### src/bridge_cfg.svh
// Bridge widths, outstanding depth and register index width
`ifndef BRIDGE_CFG_SVH
`define BRIDGE_CFG_SVH

// Address and data paths on both the client and AXI side
`define BRIDGE_ADDR_W 32
`define BRIDGE_DATA_W 32

// One strobe bit per data byte
`define BRIDGE_STRB_W (`BRIDGE_DATA_W / 8)

// Transactions in flight, counter runs 0 to this value
`define BRIDGE_MAX_OUTSTANDING 4

// Width needed to hold 0 to BRIDGE_MAX_OUTSTANDING
`define BRIDGE_CNT_W ($clog2(`BRIDGE_MAX_OUTSTANDING + 1))

// Four control and status registers
`define BRIDGE_REG_ADDR_W 2

`endif

### src/axi_pkg.sv
// AXI burst, size and response field types and their encodings
package axi_pkg;

	// ******************************
	// Field types
	// ******************************

	// Beats minus one
	typedef logic [7:0] len_t;

	// Bytes per beat as a power of two
	typedef logic [2:0] size_t;

	typedef logic [1:0] burst_t;
	typedef logic [1:0] resp_t;

	// ******************************
	// Encodings
	// ******************************

	// Incrementing burst, the only type the client normally asks for
	localparam burst_t BURST_INCR = 2'b01;

	// Normal completion
	localparam resp_t RESP_OKAY = 2'b00;

	// Slave saw the access but reported an error
	localparam resp_t RESP_SLVERR = 2'b10;

endpackage

### src/lpi_pkg.sv
// Client request and response words and the lock direction type
`include "bridge_cfg.svh"

package lpi_pkg;

	typedef logic [`BRIDGE_ADDR_W-1:0] addr_t;
	typedef logic [`BRIDGE_DATA_W-1:0] data_t;
	typedef logic [`BRIDGE_STRB_W-1:0] strb_t;

	// ******************************
	// Request word
	// ******************************

	// Packed from the top: write, len, size, burst, strb, wdata, addr
	typedef struct packed {
		logic write;
		axi_pkg::len_t len;
		axi_pkg::size_t size;
		axi_pkg::burst_t burst;
		strb_t strb;
		data_t wdata;
		addr_t addr;
	} req_t;

	// ******************************
	// Response word
	// ******************************

	// Data is zero for a B response
	typedef struct packed {
		logic is_write;
		axi_pkg::resp_t resp;
		data_t data;
	} rsp_t;

	// Direction that holds the lock, IDLE when nothing is in flight
	typedef enum logic [1:0] {
		IDLE = 2'd0,
		READ = 2'd1,
		WRITE = 2'd2
	} dir_e;

endpackage

### src/outstanding_counter.sv
// Outstanding transaction counter with one-hot state, empty and full flags
`timescale 1ns/1ps
`include "bridge_cfg.svh"

module outstanding_counter
(
	input  logic rvx_port_03,
	input  logic rvx_port_31,
	input  logic clear,
	input  logic up,
	input  logic down,
	input  logic [`BRIDGE_CNT_W-1:0] limit,
	output logic [`BRIDGE_CNT_W-1:0] count,
	output logic empty,
	output logic full
);

	localparam int DEPTH = `BRIDGE_MAX_OUTSTANDING;
	localparam int CNT_W = `BRIDGE_CNT_W;

	// Bit i high means i transactions in flight
	logic [DEPTH:0] onehot_q;

	always_ff @(posedge rvx_port_03 or negedge rvx_port_31)
	begin
		if (!rvx_port_31)
			onehot_q <= {{DEPTH{1'b0}}, 1'b1};
		else if (clear)
			onehot_q <= {{DEPTH{1'b0}}, 1'b1};
		else if (up && !down && !onehot_q[DEPTH])
			onehot_q <= {onehot_q[DEPTH-1:0], 1'b0};
		else if (down && !up && !onehot_q[0])
			onehot_q <= {1'b0, onehot_q[DEPTH:1]};
	end

	// Binary value for status and the limit compare
	always_comb
	begin
		count = '0;
		for (int i = 0; i <= DEPTH; i++)
		begin
			if (onehot_q[i])
				count = CNT_W'(i);
		end
	end

	assign empty = onehot_q[0];

	// Software limit, and the hard ceiling of the one-hot vector
	assign full = onehot_q[DEPTH] || (count >= limit);

	// A completion always belongs to an earlier issue
	a_no_down_when_empty: assert property (
		@(posedge rvx_port_03) disable iff (!rvx_port_31)
		down && !clear |-> !empty
	);

endmodule

### src/lpi_axi_bridge.sv
// Request decode, direction lock, write phase and AXI channel drive with response mux
`timescale 1ns/1ps
`include "bridge_cfg.svh"

module lpi_axi_bridge
(
	input  logic rvx_port_03,
	input  logic rvx_port_31,
	input  logic enable,
	input  logic clear,

	// Client request and response
	input  logic req_valid,
	input  lpi_pkg::req_t req_word,
	output logic req_ready,
	output logic rsp_valid,
	output lpi_pkg::rsp_t rsp_word,
	input  logic rsp_ready,

	// AXI write address
	output logic [`BRIDGE_ADDR_W-1:0] awaddr,
	output axi_pkg::len_t awlen,
	output axi_pkg::size_t awsize,
	output axi_pkg::burst_t awburst,
	output logic awvalid,
	input  logic awready,

	// AXI write data, single beat
	output logic [`BRIDGE_DATA_W-1:0] wdata,
	output logic [`BRIDGE_STRB_W-1:0] wstrb,
	output logic wlast,
	output logic wvalid,
	input  logic wready,

	// AXI write response
	input  axi_pkg::resp_t bresp,
	input  logic bvalid,
	output logic bready,

	// AXI read address
	output logic [`BRIDGE_ADDR_W-1:0] araddr,
	output axi_pkg::len_t arlen,
	output axi_pkg::size_t arsize,
	output axi_pkg::burst_t arburst,
	output logic arvalid,
	input  logic arready,

	// AXI read data
	input  logic [`BRIDGE_DATA_W-1:0] rdata,
	input  axi_pkg::resp_t rresp,
	input  logic rlast,
	input  logic rvalid,
	output logic rready,

	// Counter and register block
	output logic cnt_up,
	output logic cnt_down,
	input  logic cnt_empty,
	input  logic cnt_full,
	output lpi_pkg::dir_e dir,
	output logic err_pulse
);

	lpi_pkg::dir_e dir_q;
	logic wphase_q;

	logic read_ok;
	logic write_ok;
	logic can_issue;
	logic rsp_is_b;

	logic aw_hs;
	logic w_hs;
	logic ar_hs;
	logic b_hs;
	logic r_hs;

	// ******************************
	// Issue side
	// ******************************

	// Lock follows the held direction, any direction once drained
	assign read_ok = cnt_empty || (dir_q == lpi_pkg::READ);
	assign write_ok = cnt_empty || (dir_q == lpi_pkg::WRITE);

	// No new address while the previous write still owes its W beat
	assign can_issue = enable && req_valid && !cnt_full && !wphase_q;

	assign awvalid = can_issue && req_word.write && write_ok;
	assign arvalid = can_issue && !req_word.write && read_ok;

	// W beat is owed once AW has gone, regardless of enable
	assign wvalid = wphase_q && req_valid;

	assign aw_hs = awvalid && awready;
	assign w_hs = wvalid && wready;
	assign ar_hs = arvalid && arready;
	assign b_hs = bvalid && bready;
	assign r_hs = rvalid && rready;

	// Request retires on W for writes and on AR for reads
	assign req_ready = req_word.write ? w_hs : ar_hs;

	assign awaddr = req_word.addr;
	assign awlen = req_word.len;
	assign awsize = req_word.size;
	assign awburst = req_word.burst;

	assign wdata = req_word.wdata;
	assign wstrb = req_word.strb;
	assign wlast = 1'b1;

	assign araddr = req_word.addr;
	assign arlen = req_word.len;
	assign arsize = req_word.size;
	assign arburst = req_word.burst;

	// Write phase, AW then W
	always_ff @(posedge rvx_port_03 or negedge rvx_port_31)
	begin
		if (!rvx_port_31)
			wphase_q <= 1'b0;
		else if (clear)
			wphase_q <= 1'b0;
		else if (aw_hs)
			wphase_q <= 1'b1;
		else if (w_hs)
			wphase_q <= 1'b0;
	end

	// Direction lock, taken on issue and dropped once drained
	always_ff @(posedge rvx_port_03 or negedge rvx_port_31)
	begin
		if (!rvx_port_31)
			dir_q <= lpi_pkg::IDLE;
		else if (clear)
			dir_q <= lpi_pkg::IDLE;
		else if (aw_hs)
			dir_q <= lpi_pkg::WRITE;
		else if (ar_hs)
			dir_q <= lpi_pkg::READ;
		else if (cnt_empty)
			dir_q <= lpi_pkg::IDLE;
	end

	assign dir = dir_q;

	// ******************************
	// Response side
	// ******************************

	assign rsp_is_b = (dir_q == lpi_pkg::WRITE);

	// Straight pass-through, only the locked channel is accepted
	assign bready = rsp_ready && rsp_is_b;
	assign rready = rsp_ready && (dir_q == lpi_pkg::READ);

	assign rsp_valid = rsp_is_b ? bvalid : (rvalid && (dir_q == lpi_pkg::READ));

	assign rsp_word.is_write = rsp_is_b;
	assign rsp_word.resp = rsp_is_b ? bresp : rresp;
	assign rsp_word.data = rsp_is_b ? '0 : rdata;

	assign cnt_up = aw_hs || ar_hs;
	assign cnt_down = b_hs || (r_hs && rlast);

	// Every beat with a non-OKAY response counts once
	assign err_pulse = (b_hs && (bresp != axi_pkg::RESP_OKAY)) ||
		(r_hs && (rresp != axi_pkg::RESP_OKAY));

	// Lock is held whenever anything is in flight, so AW and AR never mix
	a_lock_held_in_flight: assert property (
		@(posedge rvx_port_03) disable iff (!rvx_port_31)
		!cnt_empty |-> (dir_q != lpi_pkg::IDLE)
	);

	// W only after an AW handshake has taken the write lock
	a_w_in_phase: assert property (
		@(posedge rvx_port_03) disable iff (!rvx_port_31)
		wvalid |-> (dir_q == lpi_pkg::WRITE) && !cnt_empty
	);

endmodule

### src/bridge_ctrl_regs.sv
// Control registers for enable, clear and limit, status register and error counter
`timescale 1ns/1ps
`include "bridge_cfg.svh"

module bridge_ctrl_regs
(
	input  logic rvx_port_03,
	input  logic rvx_port_31,
	input  logic reg_wr,
	input  logic [`BRIDGE_REG_ADDR_W-1:0] reg_addr,
	input  logic [`BRIDGE_DATA_W-1:0] reg_wdata,
	output logic [`BRIDGE_DATA_W-1:0] reg_rdata,
	output logic enable,
	output logic clear,
	output logic [`BRIDGE_CNT_W-1:0] limit,
	input  logic [`BRIDGE_CNT_W-1:0] count,
	input  lpi_pkg::dir_e dir,
	input  logic err_pulse
);

	localparam int CNT_W = `BRIDGE_CNT_W;
	localparam int DATA_W = `BRIDGE_DATA_W;

	logic [15:0] err_cnt_q;
	logic [DATA_W-1:0] status;

	// ******************************
	// Control writes
	// ******************************

	always_ff @(posedge rvx_port_03 or negedge rvx_port_31)
	begin
		if (!rvx_port_31)
		begin
			enable <= 1'b0;
			clear <= 1'b0;
			limit <= CNT_W'(`BRIDGE_MAX_OUTSTANDING);
		end
		else
		begin
			// Pulse lasts one cycle
			clear <= reg_wr && (reg_addr == 2'd1);
			if (reg_wr && (reg_addr == 2'd0))
				enable <= reg_wdata[0];
			if (reg_wr && (reg_addr == 2'd2))
			begin
				// Clamp to 1 .. max
				if (reg_wdata == '0)
					limit <= CNT_W'(1);
				else if (reg_wdata > DATA_W'(`BRIDGE_MAX_OUTSTANDING))
					limit <= CNT_W'(`BRIDGE_MAX_OUTSTANDING);
				else
					limit <= reg_wdata[CNT_W-1:0];
			end
		end
	end

	// Error responses, saturating, zeroed by the clear pulse
	always_ff @(posedge rvx_port_03 or negedge rvx_port_31)
	begin
		if (!rvx_port_31)
			err_cnt_q <= '0;
		else if (clear)
			err_cnt_q <= '0;
		else if (err_pulse && (err_cnt_q != '1))
			err_cnt_q <= err_cnt_q + 16'd1;
	end

	// Status layout: errors [31:16], dir [9:8], count from bit 0
	assign status = {err_cnt_q, 6'd0, dir, {(8-CNT_W){1'b0}}, count};

	// ******************************
	// Read port, one cycle latency
	// ******************************

	always_ff @(posedge rvx_port_03 or negedge rvx_port_31)
	begin
		if (!rvx_port_31)
			reg_rdata <= '0;
		else
		begin
			case (reg_addr)
				2'd0: reg_rdata <= {{(DATA_W-1){1'b0}}, enable};
				2'd2: reg_rdata <= {{(DATA_W-CNT_W){1'b0}}, limit};
				2'd3: reg_rdata <= status;
				default: reg_rdata <= '0;
			endcase
		end
	end

endmodule

### src/lpi_axi_top.sv
// Top level joining register block, bridge and outstanding counter
`timescale 1ns/1ps
`include "bridge_cfg.svh"

module lpi_axi_top
(
	input  logic rvx_port_03,
	input  logic rvx_port_31,

	// Client
	input  logic req_valid,
	input  lpi_pkg::req_t req_word,
	output logic req_ready,
	output logic rsp_valid,
	output lpi_pkg::rsp_t rsp_word,
	input  logic rsp_ready,

	// Registers
	input  logic reg_wr,
	input  logic [`BRIDGE_REG_ADDR_W-1:0] reg_addr,
	input  logic [`BRIDGE_DATA_W-1:0] reg_wdata,
	output logic [`BRIDGE_DATA_W-1:0] reg_rdata,

	// AXI master
	output logic [`BRIDGE_ADDR_W-1:0] awaddr,
	output axi_pkg::len_t awlen,
	output axi_pkg::size_t awsize,
	output axi_pkg::burst_t awburst,
	output logic awvalid,
	input  logic awready,
	output logic [`BRIDGE_DATA_W-1:0] wdata,
	output logic [`BRIDGE_STRB_W-1:0] wstrb,
	output logic wlast,
	output logic wvalid,
	input  logic wready,
	input  axi_pkg::resp_t bresp,
	input  logic bvalid,
	output logic bready,
	output logic [`BRIDGE_ADDR_W-1:0] araddr,
	output axi_pkg::len_t arlen,
	output axi_pkg::size_t arsize,
	output axi_pkg::burst_t arburst,
	output logic arvalid,
	input  logic arready,
	input  logic [`BRIDGE_DATA_W-1:0] rdata,
	input  axi_pkg::resp_t rresp,
	input  logic rlast,
	input  logic rvalid,
	output logic rready
);

	logic enable;
	logic clear;
	logic [`BRIDGE_CNT_W-1:0] limit;
	logic [`BRIDGE_CNT_W-1:0] count;
	lpi_pkg::dir_e dir;
	logic err_pulse;
	logic cnt_up;
	logic cnt_down;
	logic cnt_empty;
	logic cnt_full;

	bridge_ctrl_regs u_regs
	(
		.rvx_port_03 (rvx_port_03),
		.rvx_port_31 (rvx_port_31),
		.reg_wr      (reg_wr),
		.reg_addr    (reg_addr),
		.reg_wdata   (reg_wdata),
		.reg_rdata   (reg_rdata),
		.enable      (enable),
		.clear       (clear),
		.limit       (limit),
		.count       (count),
		.dir         (dir),
		.err_pulse   (err_pulse)
	);

	lpi_axi_bridge u_bridge
	(
		.rvx_port_03 (rvx_port_03),
		.rvx_port_31 (rvx_port_31),
		.enable      (enable),
		.clear       (clear),
		.req_valid   (req_valid),
		.req_word    (req_word),
		.req_ready   (req_ready),
		.rsp_valid   (rsp_valid),
		.rsp_word    (rsp_word),
		.rsp_ready   (rsp_ready),
		.awaddr      (awaddr),
		.awlen       (awlen),
		.awsize      (awsize),
		.awburst     (awburst),
		.awvalid     (awvalid),
		.awready     (awready),
		.wdata       (wdata),
		.wstrb       (wstrb),
		.wlast       (wlast),
		.wvalid      (wvalid),
		.wready      (wready),
		.bresp       (bresp),
		.bvalid      (bvalid),
		.bready      (bready),
		.araddr      (araddr),
		.arlen       (arlen),
		.arsize      (arsize),
		.arburst     (arburst),
		.arvalid     (arvalid),
		.arready     (arready),
		.rdata       (rdata),
		.rresp       (rresp),
		.rlast       (rlast),
		.rvalid      (rvalid),
		.rready      (rready),
		.cnt_up      (cnt_up),
		.cnt_down    (cnt_down),
		.cnt_empty   (cnt_empty),
		.cnt_full    (cnt_full),
		.dir         (dir),
		.err_pulse   (err_pulse)
	);

	outstanding_counter u_counter
	(
		.rvx_port_03 (rvx_port_03),
		.rvx_port_31 (rvx_port_31),
		.clear       (clear),
		.up          (cnt_up),
		.down        (cnt_down),
		.limit       (limit),
		.count       (count),
		.empty       (cnt_empty),
		.full        (cnt_full)
	);

endmodule

### config.mk
export PLATFORM = sky130hd
export DESIGN_NAME = lpi_axi_top
export DESIGN_NICKNAME = d
export VERILOG_FILES = /design/src/axi_pkg.sv /design/src/lpi_pkg.sv /design/src/outstanding_counter.sv /design/src/lpi_axi_bridge.sv /design/src/bridge_ctrl_regs.sv /design/src/lpi_axi_top.sv
export VERILOG_INCLUDE_DIRS = /design/src
export SDC_FILE = /design/constraint.sdc
export NUM_CORES = 1
export LEC_CHECK = 0
export BUFFER_PORTS_ARGS = -buffer_cell sky130_fd_sc_hd__buf_2
export CORE_AREA = 2 2 141 143
export DETAILED_ROUTE_END_ITERATION = 8
export DIE_AREA = 0 0 143 145
export GPL_TIMING_DRIVEN = 0
export SLEW_MARGIN = 20
export SYNTH_ARGS = -nofsm -noshare
export SYNTH_HDL_FRONTEND = slang
export SYNTH_HIERARCHICAL = 1
export SYNTH_SLANG_ARGS = --single-unit
### constraint.sdc
create_clock -name rvx_port_03 -period 3.65 [get_ports rvx_port_03]
set_input_delay 0.73 -clock rvx_port_03 [delete_from_list [all_inputs] [get_ports rvx_port_03]]
set_output_delay 0.73 -clock rvx_port_03 [all_outputs]
set_load 0.01 [all_outputs]
# == Word level (Yosys, flattened, before mapping) ==
# Index checks and enable logic that the tools add are counted.
# Widths: inputs -> output; s select.
# word_totals
reg_bits,61
input_bits,163
out_inout_bits,201
# classes
addsub,1
order_cmp,2
eq_ne,6
n_mux,23
reduce_logical,48
# op_table
operator,count
$pmux 32 s3,1
$gt 32x3->1 const B,1
$logic_not 32->1,1
$mux 16,2
$mux 32,1
$logic_and 1x1->1,27
$add 16x1->16 const B,1
$ne 16x16->1 const B,1
$mux 5,3
$mux 2,7
$mux 3,3
$logic_not 1->1,7
$eq 2x2->1 const B,3
$logic_or 1x1->1,6
$mux 1,6
$reduce_bool 2->1,3
$reduce_bool 3->1,2
$eq 2x1->1 const B,2
$reduce_bool 4->1,1
$ge 3x3->1,1
$logic_not 2->1,1

# == Logic depth before layout (Yosys ltp) ==
# depth
word_depth,19
depth_mapped,13

# == Modules after synthesis ==
# Netlist, hierarchy kept.
# by_module_without_submodules
mod,n_inst,cells_per_inst,area_per_inst_um2
bridge_ctrl_regs,1,194,2030.7
lpi_axi_bridge,1,202,1498.9
outstanding_counter,1,48,420.4

# == Worst setup path before layout ==
# OpenSTA, ideal clock, no wires.
# synth_path
path_kind,register to output
startpoint,register u_counter.onehot_q[1]
endpoint,output req_ready
arrival_time_ps,2067
slack_ps,853
stages_incl_launch_ff,10
n_path_buf,0
path_cell_list,dfrtp_1 nor2b_1 o21bai_1 ha_1 nand2b_1 a21o_1 a211o_1 and4bb_2 o2111ai_2 nand2_1
# synth_via
elab_chain_cells,13
# synth_rtl
element,line,rtl
start: declaration,outstanding_counter.sv:22,logic [DEPTH:0] onehot_q;
start signal: assignment,outstanding_counter.sv:27,"onehot_q <= {{DEPTH{1'b0}}, 1'b1};"
start signal: assignment,outstanding_counter.sv:29,"onehot_q <= {{DEPTH{1'b0}}, 1'b1};"
start signal: assignment,outstanding_counter.sv:31,"onehot_q <= {onehot_q[DEPTH-1:0], 1'b0};"
$mux 1,outstanding_counter.sv:42,if (onehot_q[i])
$mux 2 (2 in series),outstanding_counter.sv:42,
$mux 3,outstanding_counter.sv:42,
$ge 3x3->1,outstanding_counter.sv:50,assign full = onehot_q[DEPTH] || (count >= limit);
$logic_or 1x1->1,outstanding_counter.sv:50,
named net cnt_full,lpi_axi_top.sv:61,logic cnt_full;
$logic_not 1->1,lpi_axi_bridge.sv:87,assign can_issue = enable && req_valid && !cnt_full && !wphase_q;
$logic_and 1x1->1 (2 in series),lpi_axi_bridge.sv:87,
$logic_and 1x1->1 (2 in series),lpi_axi_bridge.sv:90,assign arvalid = can_issue && !req_word.write && read_ok;
$logic_and 1x1->1,lpi_axi_bridge.sv:97,assign ar_hs = arvalid && arready;
$mux 1,lpi_axi_bridge.sv:102,assign req_ready = req_word.write ? w_hs : ar_hs;
end: declaration,lpi_axi_top.sv:13,"output logic req_ready,"
# The timed path passes the listed nets, and every way through them passes these cells.

# == Worst setup path in the final report ==
# layout_path
startpoint,register u_counter.onehot_q[4]
endpoint,output req_ready
# layout_via
elab_chain_cells,10
# layout_rtl
element,line
$mux 3,outstanding_counter.sv:42
$ge 3x3->1,outstanding_counter.sv:50
$logic_or 1x1->1 *,outstanding_counter.sv:50
named net cnt_full,lpi_axi_top.sv:61
$logic_not 1->1 *,lpi_axi_bridge.sv:87
$logic_and 1x1->1 * (2 in series),lpi_axi_bridge.sv:87
$logic_and 1x1->1 * (2 in series),lpi_axi_bridge.sv:90
$logic_and 1x1->1 *,lpi_axi_bridge.sv:97
$mux 1 *,lpi_axi_bridge.sv:102
# Mark *: on every way through the listed nets, which the timed path passes. The rest lies on a longest branch.

==> results.md <==
* Status: completed
* Routed Antenna Nets at 0
* Remaining Overflow, GRT at 0
* RD Place Congestion at 0.816
* Crit path largest cell delay at roughly 0.50 ns
* Initial antenna violation count at 0
* Rel. slew slack at 57.9%
* Die Height at 145 um
* Total negative slack at 0 ns
* Sw Ratio at 27.4%
* H-tree levels at 2
* PortBufs at 269
* M1 wire length at 4470 um
* RSZ-0062 raised after global routing: no
* Clock network power share at 33.4%
* RR Endpoint: u_counter/onehot_q[2]
* Final Hold Viols at 0
* CTS Hold Bufs at 0
* CTS max path bufs at 2
* CTS Root Cell: clkbuf_16
* Diode count at 0
* Mean number of vias per cell at 3.93
* IO Pins at 364
* Final net count at approximately 900
* Met3 Routed Length at 984 um
* P_sw at 432 uW
* Class of the worst hold path: input pin to async pin
* CTS buffer count at 5
* Logic pwr share at 28.4%
* First-pass GRT wire length at about 18000 um
* Starting Density at 20.6%
* Async SR Flop Fraction at between 90% and 100%
* Synth Register Bits at 50
* Die span in x at 143 um
* Setup Fix Bufs, Post-CTS at 0
* Gr usage total at 10.9%
* Synthesized area per cell at 8.90 um^2
* Peak VDD IR at 0.165 mV
* Clk Latency, worst-skew pair at 0.29 ns
* Vias in the first global route at 3754
* FF-to-FF setup slack at 0.48 ns
* Yosys warning total at 6
* Fraction of layout cells with a size suffix above 1 at 61.8%
* Num rows at 51
* CTS resizes at 0
* Most common cell in the netlist: buf_4
* Multi-input logic area at 1580 um^2
* Critical path arrival at 2.68 ns
* DR top layer: met4
* Reg2Reg Depth at 12
* Iter 0 DRT Violations at 113
* Synth top area cells: dfrtp_1 30%, buf_4 27%, and2_1 4.8%, and3_1 3.0%, a21oi_1 2.2%
* Yosys cell types at 64
* Post-place setup slack at 0.530 ns
* Final HPWL DP at roughly 10000 um
* Int Power at roughly 1100 uW
* Via Count at 3917
* Register area at 1250 um^2
* Largest net degree at the start of global routing at around 50
* Area leader, netlist: dfrtp_1
* Max Transition Viols Final at 0
* Post-Syn Instances at 444
* Slowest cell on crit path: dfrtp_1
* Met2 Wirelength at 6860 um
* Slew of the pin with the lowest slew margin at 0.631 ns
* Post-synthesis cell area at 3950 um^2
* Setup-failing EPs final at 0
* Top FF cell, synth: dfrtp_1
* Period Utilization, post-route at 93.5%
* Largest fanout on the critical path at 11
* Die ar. at about 21000 um^2
* Clk sink count at 50
* Post-synth EDFFs at 0
* Sequential share of the synthesized area at 31.7%
* Synth top cells by count: 142 x buf_4, 48 x dfrtp_1, 30 x and2_1, 21 x nand2_1, 19 x and3_1
* Seq pwr share at a little under two fifths
* Fill cells at 2046
* CP Launch Type: flop
* Maximum clock frequency at between 200 and 300 MHz
* Core area at between 15000 and 20000 um^2
* Count of TritonRoute iterations in the first routing pass at 6
* Crit Path Category: flop to primary output
* MaxCap Viol Count at 0
* Crit path capture type: primary output
* Leak at 0.00325 uW
* Area grow syn2layout at 47.8%
* Residual DRC at 0
* Clock Skews at about 0.0054 ns
* CTS tree: yes
* Crit-path cells: o21bai_1 -> ha_1 -> nand2b_1 -> a21o_1 -> a211o_1 -> and4bb_2 -> o2111ai_2 -> nand2_1 -> buf_2
* Reg clk slew, reported paths at 0.07 ns
* Drt wl/cell at 12.5 um
* Synth top area share at 30.4%
* Min Tclk post-route at 3.41 ns
* RR Startpoint: u_counter/onehot_q[4]
* Crit path required time at 2.92 ns
* Final worst slack at 0.238 ns
* WL final at 12500 um
* Pwr per Cell Area at 271 nW/um^2
layout by cell type (no fill, tap or decap), types with 3 or more instances in the layout:
cell and instances:
o21ai_0 11, ha_1 4, and2_2 5, clkbuf_16 5
dfrtp_1 48, a211oi_1 3, and2_1 30, nor2b_1 9
nor2_1 15, nand2b_1 5, nor3_1 7, clkbuf_1 9
mux2i_1 3, conb_1 12, nand2_1 21, or3_1 4
buf_4 143, a21oi_1 17, buf_2 270, nor4_1 7
o2111ai_1 3, nand3_1 8, and3_1 19, inv_1 8
mux2_2 4, nand4_1 8, a22o_1 3
worst max-delay path by stage:
stage,from,endpoint
final,u_counter/onehot_q[4],req_ready
after global routing,u_counter/onehot_q[1],req_ready
after CTS,u_counter/onehot_q[1],req_ready
after detailed placement,u_counter/onehot_q[4],u_counter/onehot_q[2]
after global placement,u_counter/onehot_q[1],u_counter/onehot_q[2]
after floorplan,u_counter/onehot_q[1],req_ready
power by group through the flow:
| stage | combinational, uW | sequential [uW] | clock [uW] |
|---|---|---|---|
| after detailed placement | 452 | 612 | 0 |
| final | 449 | 603 | 528 |
| after global placement | 450 | 612 | 0 |
| after global routing | 493 | 607 | 570 |
| after CTS | 455 | 602 | 551 |
| after floorplan | 270 | 606 | 0 |
cell families (layout without fill, tap and decap cells):
kind of cell | after synthesis | count (layout) | synth area share (%)
DFF | 50 | 50 | 31.7
and+or+nand+nor | 160 | 160 | 25.0
AOI/OAI and AO/OA | 57 | 57 | 10.4
buffers and inverters | 163 | 440 | 29.2
adders and majority gates | 4 | 4 | 1.27
muxes | 8 | 8 | 2.19
other | 2 | 12 | 0.190
layer usage:
metal	vias to the layer above	global-route usage, %
met5	-	0
met3	9	1.12
met4	0	2.52
met1	1746	11.5
li1	1930	-
met2	232	22.3
worst max-delay path: cells and delay by family, from the launching register on:
kind                       cells  cell delay, ns
and+or+nand+nor                3            0.61
buffers and inverters          1            0.13
DFF                            1            0.50
adders and majority gates      1            0.27
AOI/OAI and AO/OA              4            0.89
stage by stage:
step	total power, uW	instances	cell area [um^2]	hold slack (ns)	util, %
floorplan	876	454	3990	0.434	-
global placement	1060	988	5670	0.487	29.5
detailed placement	1060	988	5670	0.488	29.5
CTS	1610	996	5840	0.485	30.4
global route	1670	996	5840	0.507	30.4
finish	1580	996	5840	0.457	30.4
state kept, by name, summed over array words and instances (netlist names):
signal,flops
u_regs/err_cnt_q,16
u_counter/onehot_q,5
u_bridge/wphase_q,1
u_regs/clear,1
u_bridge/dir,2
u_regs/reg_rdata,21
u_regs/limit,3
u_regs/enable,1
layout make-up:
class	instances	area share, %
inverter	9	0.622
multi-input combinational	241	27.0
tap	265	5.68
clock buffer	5	2.14
buffer	154	19.2
timing repair buffer	269	23.1
sequential	50	21.5
clock inverter	3	0.772
(Power assumes the default switching activity.)
